$ cat config.mk
export PLATFORM = sky130hd
export DESIGN_NAME = uartPeripheral
export DESIGN_NICKNAME = d
export VERILOG_FILES = /design/src/source/uartPkg.sv /design/src/source/baudTickGen.sv /design/src/source/uartCtrl.sv /design/src/source/uartFifo.sv /design/src/source/uartPeripheral.sv /design/src/source/uartRecv.sv /design/src/source/uartTrans.sv
export SDC_FILE = /design/constraint.sdc
export NUM_CORES = 1
export LEC_CHECK = 0
export ABC_AREA = 1
export BUFFER_PORTS_ARGS = -buffer_cell sky130_fd_sc_hd__buf_4
export CELL_PAD_IN_SITES_DETAIL_PLACEMENT = 0
export CELL_PAD_IN_SITES_GLOBAL_PLACEMENT = 1
export CORE_ASPECT_RATIO = 0.7
export CORE_MARGIN = 3
export CORE_UTILIZATION = 45
export CTS_CLUSTER_SIZE = 28
export DETAILED_ROUTE_END_ITERATION = 7
export MAX_ROUTING_LAYER = met4
export PLACE_DENSITY = 0.82
export SLEW_MARGIN = 10
export SYNTH_ARGS = -nofsm -noshare
export SYNTH_HDL_FRONTEND = slang
export SYNTH_SLANG_ARGS = --single-unit
$ cat constraint.sdc
create_clock -name clk -period 3.22 [get_ports clk]
set_clock_uncertainty 0.15 [all_clocks]
set_input_delay 0.161 -clock clk [delete_from_list [all_inputs] [get_ports clk]]
set_output_delay 0.161 -clock clk [all_outputs]
set_load 0.05 [all_outputs]
$ cat src/source/uartPkg.sv
`default_nettype none

package uartPkg;

	////////////////////////////////////////////////////////////////////////////
	// frame format and bit timing
	////////////////////////////////////////////////////////////////////////////

	localparam int dataBits    = 8;		// bits per character
	localparam int overSample  = 16;	// ticks per bit
	localparam int stopTicks   = 16;	// one stop bit
	localparam int baudDivisor = 4;		// clk cycles per tick, kept small for sim

	localparam int tickLen   = $clog2(overSample);	// width of the tick counters
	localparam int bitCntLen = $clog2(dataBits);	// width of the bit counters

	// counter end points, sized to match the counters
	localparam logic [tickLen-1:0] lastTick     = tickLen'(overSample - 1);
	localparam logic [tickLen-1:0] midTick      = tickLen'(overSample / 2 - 1);
	localparam logic [tickLen-1:0] lastStopTick = tickLen'(stopTicks - 1);
	localparam logic [bitCntLen-1:0] lastBit    = bitCntLen'(dataBits - 1);

	////////////////////////////////////////////////////////////////////////////
	// buffering
	////////////////////////////////////////////////////////////////////////////

	localparam int fifoDepth   = 16;
	localparam int fifoAddrLen = 4;		// log2 of fifoDepth

	// processor side commands
	typedef enum logic [1:0] {cmdNone, cmdWrite, cmdRead, cmdStat} uartCmd;

	// shared by both serial machines
	typedef enum logic [1:0] {stIdle, stStart, stData, stStop} serState;

	typedef struct packed {
		logic [1:0] reserved;	// always zero
		logic rxOverrun;		// sticky, cleared by a status read
		logic txBusy;
		logic rxFull;
		logic rxEmpty;
		logic txFull;
		logic txEmpty;
	} uartStatus;

	// one read register, two views
	typedef union packed {
		logic [dataBits-1:0] data;
		uartStatus stat;
	} uartReadWord;

endpackage

`default_nettype wire

$ cat src/source/baudTickGen.sv
`default_nettype none

// 16x oversampling tick, one clk wide
module baudTickGen #(
	parameter int divisor = 4	// clk cycles per tick
) (
	input wire clk,
	input wire reset,
	output logic sTick
);

	typedef logic [$clog2(divisor)-1:0] divCount;

	divCount cnt;	// counts down to zero then reloads

	always_ff @(posedge clk or posedge reset)
	begin
		if (reset)
			cnt <= divCount'(divisor - 1);
		else if (cnt == '0)
			cnt <= divCount'(divisor - 1);	// reload
		else
			cnt <= cnt - 1'b1;
	end

	assign sTick = (cnt == '0);	// one cycle in every divisor

endmodule

`default_nettype wire

$ cat src/source/uartCtrl.sv
`default_nettype none

// command decode, fifo gating, overrun and read register
module uartCtrl (
	input wire clk,
	input wire reset,
	input wire uartPkg::uartCmd cmd,
	input wire cmdStrobe,
	input wire txFull,
	input wire txEmpty,
	input wire txBusy,
	input wire [uartPkg::dataBits-1:0] rxHead,
	input wire rxFull,
	input wire rxEmpty,
	input wire rxDone,
	output logic txPush,
	output logic txStart,
	output logic rxPush,
	output logic rxPop,
	output uartPkg::uartReadWord rdData,
	output logic rdStrobe
);

	logic wrCmd;
	logic rdCmd;
	logic statCmd;
	logic lostFrame;	// frame arrived with no room
	logic overrun;
	uartPkg::uartStatus status;

	assign wrCmd   = cmdStrobe && (cmd == uartPkg::cmdWrite);
	assign rdCmd   = cmdStrobe && (cmd == uartPkg::cmdRead);
	assign statCmd = cmdStrobe && (cmd == uartPkg::cmdStat);

	////////////////////////////////////////////////////////////////////////////
	// fifo and transmitter control
	////////////////////////////////////////////////////////////////////////////

	assign txPush    = wrCmd && !txFull;	// drop writes when full
	assign txStart   = !txEmpty && !txBusy;	// held until the transmitter takes it
	assign rxPush    = rxDone && !rxFull;
	assign lostFrame = rxDone && rxFull;
	assign rxPop     = rdCmd && !rxEmpty;	// empty read pops nothing

	assign status = '{
		reserved:  2'b00,
		rxOverrun: overrun,
		txBusy:    txBusy,
		rxFull:    rxFull,
		rxEmpty:   rxEmpty,
		txFull:    txFull,
		txEmpty:   txEmpty
	};

	// sticky overrun
	always_ff @(posedge clk or posedge reset)
	begin
		if (reset)
			overrun <= 1'b0;
		else if (statCmd)
			overrun <= lostFrame;	// clear on read but keep a loss in this cycle
		else if (lostFrame)
			overrun <= 1'b1;
	end

	// read result, one cycle after the command
	always_ff @(posedge clk or posedge reset)
	begin
		if (reset)
		begin
			rdStrobe <= 1'b0;
			rdData <= '0;
		end
		else
		begin
			rdStrobe <= rdCmd || statCmd;
			if (rdCmd)
				rdData.data <= rxEmpty ? '0 : rxHead;
			else if (statCmd)
				rdData.stat <= status;
			// otherwise hold until next read
		end
	end

endmodule

`default_nettype wire

$ cat src/source/uartFifo.sv
`default_nettype none

// first word fall through, head always visible on dout
module uartFifo (
	input wire clk,
	input wire reset,
	input wire push,
	input wire pop,
	input wire [uartPkg::dataBits-1:0] din,
	output logic [uartPkg::dataBits-1:0] dout,
	output logic full,
	output logic empty
);

	typedef logic [uartPkg::fifoAddrLen:0] fifoCount;	// one extra bit for full

	logic [uartPkg::dataBits-1:0] mem [uartPkg::fifoDepth];
	logic [uartPkg::fifoAddrLen-1:0] wrPtr;
	logic [uartPkg::fifoAddrLen-1:0] rdPtr;
	fifoCount count;
	logic doPush;
	logic doPop;

	// overflow and underflow requests just fall away here
	assign doPush = push && !full;
	assign doPop  = pop && !empty;

	////////////////////////////////////////////////////////////////////////////
	// pointers and occupancy
	////////////////////////////////////////////////////////////////////////////

	always_ff @(posedge clk or posedge reset)
	begin
		if (reset)
		begin
			wrPtr <= '0;
			rdPtr <= '0;
			count <= '0;
		end
		else
		begin
			if (doPush)
				wrPtr <= wrPtr + 1'b1;	// wraps at depth
			if (doPop)
				rdPtr <= rdPtr + 1'b1;
			if (doPush && !doPop)
				count <= count + 1'b1;
			else if (doPop && !doPush)
				count <= count - 1'b1;
			// push with pop keeps the count
		end
	end

	// storage
	always_ff @(posedge clk)
	begin
		if (doPush)
			mem[wrPtr] <= din;
	end

	assign dout  = mem[rdPtr];	// head, no pop needed
	assign full  = (count == fifoCount'(uartPkg::fifoDepth));
	assign empty = (count == '0);

endmodule

`default_nettype wire

$ cat src/source/uartPeripheral.sv
`default_nettype none

// serial port as seen by the processor
module uartPeripheral (
	input wire clk,
	input wire reset,
	input wire uartPkg::uartCmd cmd,
	input wire cmdStrobe,
	input wire [uartPkg::dataBits-1:0] wrData,
	output uartPkg::uartReadWord rdData,
	output logic rdStrobe,
	input wire rx,
	output logic tx
);

	logic sTick;
	logic txPush, txStart, txTake, txBusy;
	logic txFull, txEmpty;
	logic [uartPkg::dataBits-1:0] txHead;	// byte waiting for the transmitter
	logic rxPush, rxPop, rxDone;
	logic rxFull, rxEmpty;
	logic [uartPkg::dataBits-1:0] rxByte;	// straight from the receiver
	logic [uartPkg::dataBits-1:0] rxHead;	// oldest unread byte

	baudTickGen #(.divisor(uartPkg::baudDivisor)) tickGen0 (
		.clk(clk), .reset(reset), .sTick(sTick)
	);

	////////////////////////////////////////////////////////////////////////////
	// transmit path
	////////////////////////////////////////////////////////////////////////////

	uartFifo txFifo (
		.clk(clk), .reset(reset),
		.push(txPush), .pop(txTake), .din(wrData),
		.dout(txHead), .full(txFull), .empty(txEmpty)
	);

	uartTrans trans0 (
		.clk(clk), .reset(reset), .sTick(sTick),
		.txStart(txStart), .din(txHead),
		.tx(tx), .txTake(txTake), .txBusy(txBusy)
	);

	////////////////////////////////////////////////////////////////////////////
	// receive path
	////////////////////////////////////////////////////////////////////////////

	uartRecv recv0 (
		.clk(clk), .reset(reset), .sTick(sTick),
		.rx(rx), .rxByte(rxByte), .rxDone(rxDone)
	);

	uartFifo rxFifo (
		.clk(clk), .reset(reset),
		.push(rxPush), .pop(rxPop), .din(rxByte),
		.dout(rxHead), .full(rxFull), .empty(rxEmpty)
	);

	// command side
	uartCtrl ctrl0 (
		.clk(clk), .reset(reset),
		.cmd(cmd), .cmdStrobe(cmdStrobe),
		.txFull(txFull), .txEmpty(txEmpty), .txBusy(txBusy),
		.rxHead(rxHead), .rxFull(rxFull), .rxEmpty(rxEmpty), .rxDone(rxDone),
		.txPush(txPush), .txStart(txStart),
		.rxPush(rxPush), .rxPop(rxPop),
		.rdData(rdData), .rdStrobe(rdStrobe)
	);

endmodule

`default_nettype wire

$ cat src/source/uartRecv.sv
`default_nettype none

// 8N1 receiver, 16x oversampled, mid-bit sampling
module uartRecv (
	input wire clk,
	input wire reset,
	input wire sTick,
	input wire rx,
	output logic [uartPkg::dataBits-1:0] rxByte,
	output logic rxDone
);

	uartPkg::serState stateReg, stateNext;
	logic [uartPkg::tickLen-1:0] sReg, sNext;		// ticks within a bit
	logic [uartPkg::bitCntLen-1:0] nReg, nNext;		// bits received so far
	logic [uartPkg::dataBits-1:0] bReg, bNext;		// assembling byte
	logic rxMeta, rxSync, rxLast;	// sync chain plus one for edge detect
	logic rxFall;

	////////////////////////////////////////////////////////////////////////////
	// input sync
	////////////////////////////////////////////////////////////////////////////

	always_ff @(posedge clk or posedge reset)
	begin
		if (reset)
		begin
			rxMeta <= 1'b1;	// idle line is high
			rxSync <= 1'b1;
			rxLast <= 1'b1;
		end
		else
		begin
			rxMeta <= rx;
			rxSync <= rxMeta;
			rxLast <= rxSync;
		end
	end

	assign rxFall = rxLast && !rxSync;

	always_ff @(posedge clk or posedge reset)
	begin
		if (reset)
		begin
			stateReg <= uartPkg::stIdle;
			sReg <= '0;
			nReg <= '0;
		end
		else
		begin
			stateReg <= stateNext;
			sReg <= sNext;
			nReg <= nNext;
		end
	end

	always_ff @(posedge clk)
		bReg <= bNext;

	always_comb
	begin
		stateNext = stateReg;
		sNext = sReg;
		nNext = nReg;
		bNext = bReg;
		rxDone = 1'b0;
		case (stateReg)
			uartPkg::stIdle:
			begin
				if (rxFall)
				begin
					sNext = '0;
					stateNext = uartPkg::stStart;
				end
			end
			uartPkg::stStart:
			begin
				if (sTick)
				begin
					if (sReg == uartPkg::midTick)
					begin
						// still low at mid-bit means a real start bit
						if (!rxSync)
						begin
							sNext = '0;
							nNext = '0;
							stateNext = uartPkg::stData;
						end
						else
							stateNext = uartPkg::stIdle;	// glitch
					end
					else
						sNext = sReg + 1'b1;
				end
			end
			uartPkg::stData:
			begin
				if (sTick)
				begin
					if (sReg == uartPkg::lastTick)
					begin
						sNext = '0;
						bNext = {rxSync, bReg[uartPkg::dataBits-1:1]};	// LSB first
						if (nReg == uartPkg::lastBit)
							stateNext = uartPkg::stStop;
						else
							nNext = nReg + 1'b1;
					end
					else
						sNext = sReg + 1'b1;
				end
			end
			uartPkg::stStop:
			begin
				if (sTick)
				begin
					if (sReg == uartPkg::lastStopTick)
					begin
						rxDone = 1'b1;	// mid stop bit
						stateNext = uartPkg::stIdle;
					end
					else
						sNext = sReg + 1'b1;
				end
			end
			default: stateNext = uartPkg::stIdle;
		endcase
	end

	assign rxByte = bReg;

endmodule

`default_nettype wire

$ cat src/source/uartTrans.sv
`default_nettype none

// 8N1 transmitter, LSB first
module uartTrans (
	input wire clk,
	input wire reset,
	input wire sTick,
	input wire txStart,
	input wire [uartPkg::dataBits-1:0] din,
	output logic tx,
	output logic txTake,	// pops the tx fifo
	output logic txBusy
);

	uartPkg::serState stateReg, stateNext;
	logic [uartPkg::tickLen-1:0] sReg, sNext;		// ticks within a bit
	logic [uartPkg::bitCntLen-1:0] nReg, nNext;		// data bit index
	logic [uartPkg::dataBits-1:0] bReg, bNext;		// outgoing byte
	logic txReg, txNext;

	always_ff @(posedge clk or posedge reset)
	begin
		if (reset)
		begin
			stateReg <= uartPkg::stIdle;
			sReg <= '0;
			nReg <= '0;
			txReg <= 1'b1;	// line idles high
		end
		else
		begin
			stateReg <= stateNext;
			sReg <= sNext;
			nReg <= nNext;
			txReg <= txNext;
		end
	end

	always_ff @(posedge clk)
		bReg <= bNext;

	////////////////////////////////////////////////////////////////////////////
	// next state
	////////////////////////////////////////////////////////////////////////////

	always_comb
	begin
		stateNext = stateReg;
		sNext = sReg;
		nNext = nReg;
		bNext = bReg;
		txTake = 1'b0;
		case (stateReg)
			uartPkg::stIdle:
			begin
				// start on a tick so every bit is a full 16 ticks
				if (txStart && sTick)
				begin
					txTake = 1'b1;
					bNext = din;	// capture fifo head as it is popped
					sNext = '0;
					stateNext = uartPkg::stStart;
				end
			end
			uartPkg::stStart:
			begin
				if (sTick)
				begin
					if (sReg == uartPkg::lastTick)
					begin
						sNext = '0;
						nNext = '0;
						stateNext = uartPkg::stData;
					end
					else
						sNext = sReg + 1'b1;
				end
			end
			uartPkg::stData:
			begin
				if (sTick)
				begin
					if (sReg == uartPkg::lastTick)
					begin
						sNext = '0;
						bNext = bReg >> 1;	// next bit to the LSB
						if (nReg == uartPkg::lastBit)
							stateNext = uartPkg::stStop;
						else
							nNext = nReg + 1'b1;
					end
					else
						sNext = sReg + 1'b1;
				end
			end
			uartPkg::stStop:
			begin
				if (sTick)
				begin
					if (sReg == uartPkg::lastStopTick)
						stateNext = uartPkg::stIdle;	// frame done
					else
						sNext = sReg + 1'b1;
				end
			end
			default: stateNext = uartPkg::stIdle;
		endcase

		// line level tracks the state being entered
		case (stateNext)
			uartPkg::stStart: txNext = 1'b0;
			uartPkg::stData:  txNext = bNext[0];
			default:          txNext = 1'b1;
		endcase
	end

	assign tx = txReg;
	assign txBusy = (stateReg != uartPkg::stIdle);

endmodule

`default_nettype wire
==> flow_summary.html <==
<table>
<tr><th>Metric</th><th>Value</th></tr>
<tr><th colspan="2">Run</th></tr>
<tr><td>MaxCap Viol Count</td><td>0</td></tr>
<tr><th colspan="2">GRT</th></tr>
<tr><td>Largest net degree at the start of global routing</td><td>75</td></tr>
<tr><td>Remaining Overflow, GRT</td><td>0</td></tr>
<tr><td>Wire length of the first global-routing pass</td><td>50300 um</td></tr>
<tr><td>GRT Resource Usage Total</td><td>19.4%</td></tr>
<tr><td>Antenna violations before repair</td><td>0</td></tr>
<tr><td>Vias in the first global route</td><td>9069</td></tr>
<tr><th colspan="2">STA</th></tr>
<tr><td>Final setup slack of the worst path</td><td>0.321 ns</td></tr>
<tr><td>Final Cycle Share</td><td>90.0%</td></tr>
<tr><td>Final Hold Vio Count</td><td>0</td></tr>
<tr><td>Worst-case headroom to the max-slew limit</td><td>44.6%</td></tr>
<tr><td>Setup repair after global routing missed its margin</td><td>no</td></tr>
<tr><td>Post-layout min period</td><td>2.90 ns</td></tr>
<tr><td>Transition at the pin with the smallest max-transition slack</td><td>0.830 ns</td></tr>
<tr><td>Pins over their slew limit</td><td>0</td></tr>
<tr><td>Setup TNS Final</td><td>0 ns</td></tr>
<tr><td>Highest attainable clock frequency</td><td>0.345 GHz</td></tr>
<tr><td>Final setup violation count</td><td>0</td></tr>
<tr><th colspan="2">Critical path</th></tr>
<tr><td>WP data arrival</td><td>3.20 ns</td></tr>
<tr><td>Critical path capture point type</td><td>flip-flop</td></tr>
<tr><td>Critical path peak fanout</td><td>5</td></tr>
<tr><td>Category of the critical setup timing path</td><td>flip-flop to flip-flop</td></tr>
<tr><td>Crit Reg-Reg Startpoint</td><td>recv0.stateReg[0]</td></tr>
<tr><td>Required time at the worst-slack endpoint</td><td>3.52 ns</td></tr>
<tr><td>Worst Setup Start Kind</td><td>flip-flop</td></tr>
<tr><td>R2R cell count</td><td>13</td></tr>
<tr><td>Slack of the worst reg-to-reg path</td><td>0.32 ns</td></tr>
<tr><td>Endpoint of the lowest-slack register-to-register path</td><td>rxFifo.count[4]</td></tr>
<tr><th colspan="2">Synth</th></tr>
<tr><td>Average size of a mapped cell</td><td>11.1 um^2</td></tr>
<tr><td>Post-synthesis share of cell area spent on and, or, nand and nor gates</td><td>17.3%</td></tr>
<tr><td>Post-synthesis instance area</td><td>0.0143 mm^2</td></tr>
<tr><td>Mux contribution to synthesized area</td><td>0%</td></tr>
<tr><td>Yosys warnings</td><td>0</td></tr>
<tr><td>Syn Nets</td><td>1334</td></tr>
<tr><td>Combinational family with the most area after synthesis</td><td>simple AND/OR/NAND/NOR gates</td></tr>
<tr><td>Synth Area in Adders</td><td>3.26%</td></tr>
<tr><td>Fraction of registers with async set or reset after synthesis</td><td>18.1%</td></tr>
<tr><td>Synthesized instance count</td><td>1284</td></tr>
<tr><td>Count of flip-flops with a built-in enable after synthesis</td><td>271</td></tr>
<tr><td>Area fraction in compound gates after synthesis</td><td>6.70%</td></tr>
<tr><td>Share of synthesized area occupied by flip-flops and latches</td><td>67.7%</td></tr>
<tr><td>Most common flop cell mapped by yosys</td><td>sky130_fd_sc_hd__edfxtp_1</td></tr>
<tr><td>Number of distinct library cells after synthesis</td><td>46</td></tr>
<tr><td>Seq cells post-synth</td><td>332</td></tr>
<tr><td>Xor and xnor area share after synthesis</td><td>0.982%</td></tr>
<tr><th colspan="2">Route</th></tr>
<tr><td>Routed vias/inst</td><td>5.34</td></tr>
<tr><td>Detailed-route wire length per cell</td><td>18.1 um</td></tr>
<tr><td>Iter 0 DRT Violations</td><td>1016</td></tr>
<tr><td>DR DRC count</td><td>0</td></tr>
<tr><td>Antenna violation net count after detailed routing</td><td>0</td></tr>
<tr><td>Via count</td><td>9497</td></tr>
<tr><td>Wire length after detailed routing</td><td>32200 um</td></tr>
<tr><td>Pre-antenna DRT Iters</td><td>5</td></tr>
<tr><th colspan="2">Clock tree</th></tr>
<tr><td>Maximum buffer depth of the clock tree</td><td>3</td></tr>
<tr><td>CTS tree</td><td>built</td></tr>
<tr><td>Total CTS buffers</td><td>31</td></tr>
<tr><td>Clock Latency Late Sink</td><td>0.56 ns</td></tr>
<tr><td>Number of sinks handled by clock tree synthesis</td><td>332</td></tr>
<tr><td>Gates resized, CTS repair</td><td>0</td></tr>
<tr><td>Root Buffer</td><td>sky130_fd_sc_hd__clkbuf_16</td></tr>
<tr><td>Number of H-tree levels</td><td>1</td></tr>
<tr><td>Clock slew at reported path FFs</td><td>0.06 ns</td></tr>
<tr><th colspan="2">Die</th></tr>
<tr><td>Area enclosed by the die boundary</td><td>0.0339 mm^2</td></tr>
<tr><td>Initial cell density of the core</td><td>46.6%</td></tr>
<tr><td>Number of placed I/O pins</td><td>24</td></tr>
<tr><td>Row Count</td><td>53</td></tr>
<tr><td>Height of the die</td><td>155 um</td></tr>
<tr><td>Placeable core area</td><td>0.0306 mm^2</td></tr>
<tr><td>Horizontal die dimension</td><td>219 um</td></tr>
<tr><th colspan="2">Cells and area</th></tr>
<tr><td>Net count, final</td><td>1395</td></tr>
<tr><td>Antenna cell count</td><td>0</td></tr>
<tr><td>Commonest cells after routing, fill and taps aside</td><td>sky130_fd_sc_hd__nand2_1 (320), sky130_fd_sc_hd__edfxtp_1 (271), sky130_fd_sc_hd__nand3_1 (126)</td></tr>
<tr><td>Layout cell share with drive strength beyond 1</td><td>10.4%</td></tr>
<tr><td>Signed area change from the synthesized netlist to the final layout</td><td>14.1%</td></tr>
<tr><td>Leading cell type in the layout, fill and taps excluded</td><td>sky130_fd_sc_hd__nand2_1</td></tr>
<tr><td>Fill cell total of the finished layout</td><td>2633</td></tr>
<tr><th colspan="2">Placed design</th></tr>
<tr><td>Number of I/O port buffers</td><td>23</td></tr>
<tr><td>Final Wtd Congestion</td><td>0.849</td></tr>
<tr><td>DP Wirelength</td><td>20900 um</td></tr>
<tr><td>DP Worst Slack</td><td>0.376 ns</td></tr>
<tr><th colspan="2">Power and ir drop</th></tr>
<tr><td>Lkg Pwr</td><td>6.34 nW</td></tr>
<tr><td>Total Power Consumption</td><td>11.4 mW</td></tr>
<tr><td>PwrDens</td><td>701 mW/mm^2</td></tr>
<tr><td>Worst ir drop on vdd</td><td>0.394 mV</td></tr>
<tr><th colspan="2">Min path</th></tr>
<tr><td>Min-Delay Path Depth</td><td>2</td></tr>
<tr><td>Endpoint, Worst Hold</td><td>recv0.rxMeta</td></tr>
<tr><td>Worst min path class</td><td>primary input to flip-flop</td></tr>
<tr><td>Start point of the worst min-delay path</td><td>rx</td></tr>
<tr><th colspan="2">Run status</th></tr>
<tr><td>Result of the run</td><td>complete, no violations</td></tr>
</table>
## cells in the mapped netlist, drive strengths merged (2+ instances only)
library cell | number | area, um^2
a21oi | 66 | 330
xnor2 | 2 | 17.5
buf | 40 | 215
nor2 | 126 | 490
ha | 34 | 425
o21a | 2 | 15.0
fa | 2 | 40.0
nand3 | 127 | 641
a22oi | 8 | 60.1
nor3 | 7 | 51.3
edfxtp | 271 | 8140
dfstp | 6 | 158
xor2 | 14 | 123
o22ai | 2 | 12.5
o21ai | 69 | 349
nand2 | 325 | 1230
a31oi | 2 | 12.5
o211ai | 15 | 113
dfrtp | 54 | 1350
clkbuf | 12 | 46.3
nand4 | 4 | 31.3
inv | 84 | 315
a211oi | 3 | 27.5
## power by group
| part | leakage, nW | total (mW) | internal (mW) | switching [mW] |
|---|---|---|---|---|
| Clock | 0.526 | 3.95 | 2.37 | 1.58 |
| Sequential | 3.18 | 5.02 | 4.82 | 0.199 |
| Combinational | 2.63 | 2.46 | 0.744 | 1.71 |
| Total | 6.34 | 11.4 | 7.94 | 3.49 |
## what timing repair did
action	4_1_cts	5_1_grt
setup buffers	0	0
hold buffers	15	0
hold endpoints to repair	166	0
## metrics by stage
stage | std cells | cell area (um^2) | hold WS, ns | util [%]
after floorplan | 1284 | 14300 | 0.0155 | -
after global placement | 1709 | 15000 | 0.121 | 49.1
after detailed placement | 1709 | 15000 | 0.123 | 49.1
after CTS | 1780 | 16300 | 0.0787 | 53.2
after global routing | 1780 | 16300 | 0.103 | 53.2
final | 1780 | 16300 | 0.106 | 53.2
## how the worst max path moves through the flow
stage                 startpoint         endpoint  slack [ns]
2_1_floorplan  recv0.stateReg[0]  rxFifo.count[4]        0.57
6_report       recv0.stateReg[0]  rxFifo.count[4]        0.32
5_1_grt          txFifo.count[1]  txFifo.count[4]        0.09
4_1_cts        recv0.stateReg[0]  rxFifo.count[4]        0.33
3_3_place_gp   recv0.stateReg[0]  rxFifo.count[4]        0.56
3_5_place_dp   recv0.stateReg[0]  rxFifo.count[4]        0.38
## worst max-delay path, stage by stage (launching register included)
cell and delay, ns:
sky130_fd_sc_hd__dfrtp_1 0.41, sky130_fd_sc_hd__ha_1 0.25, sky130_fd_sc_hd__inv_1 0.10, sky130_fd_sc_hd__nor2_4 0.16, sky130_fd_sc_hd__inv_1 0.06, sky130_fd_sc_hd__nor3_2 0.24
sky130_fd_sc_hd__ha_1 0.27, sky130_fd_sc_hd__inv_1 0.11, sky130_fd_sc_hd__ha_1 0.35, sky130_fd_sc_hd__a21oi_1 0.21, sky130_fd_sc_hd__nor2_1 0.08, sky130_fd_sc_hd__o21ai_0 0.15
sky130_fd_sc_hd__nand3_1 0.10, sky130_fd_sc_hd__xor2_1 0.15
## cells by family (layout without fill, tap and decap cells)
group,after synthesis,after routing
simple gates,592,592
flops,332,332
compound gates,171,171
buf+inv,137,221
fa+ha+maj,36,36
xor+xnor,16,16
## sequential cells by signal (all words and copies together), names as in the netlist, 2 cells and up, named ones only
| signal | flops |
|---|---|
| rxFifo.rdPtr | 4 |
| trans0.bReg | 8 |
| txFifo.mem | 128 |
| rxFifo.wrPtr | 4 |
| txFifo.count | 5 |
| recv0.nReg | 3 |
| rxFifo.mem | 128 |
| ctrl0.rdData | 8 |
| trans0.nReg | 3 |
| recv0.rxByte | 8 |
| trans0.stateReg | 2 |
| tickGen0.cnt | 2 |
| recv0.sReg | 4 |
| rxFifo.count | 5 |
| txFifo.rdPtr | 4 |
| txFifo.wrPtr | 4 |
| trans0.sReg | 4 |
## routing by layer
metal / up-vias / wire, um / track usage, %
met4: 0 / 490 / 3.70
met3: 38 / 2980 / 4.30
met1: 4578 / 15800 / 30.6
met2: 344 / 12900 / 25.9
met5: - / 0 / -
li1: 4537 / - / -
## cell type report
type	instances	area [um^2]	share of cell area (%)
flip-flops and latches	332	9670	59.3
clock buffers	38	822	5.04
clock inverters	18	278	1.70
repair buffers	80	663	4.07
well taps	412	515	3.16
inverters	85	319	1.96
multi-input cells	815	4030	24.7
Power figures use the tool's default switching activity.
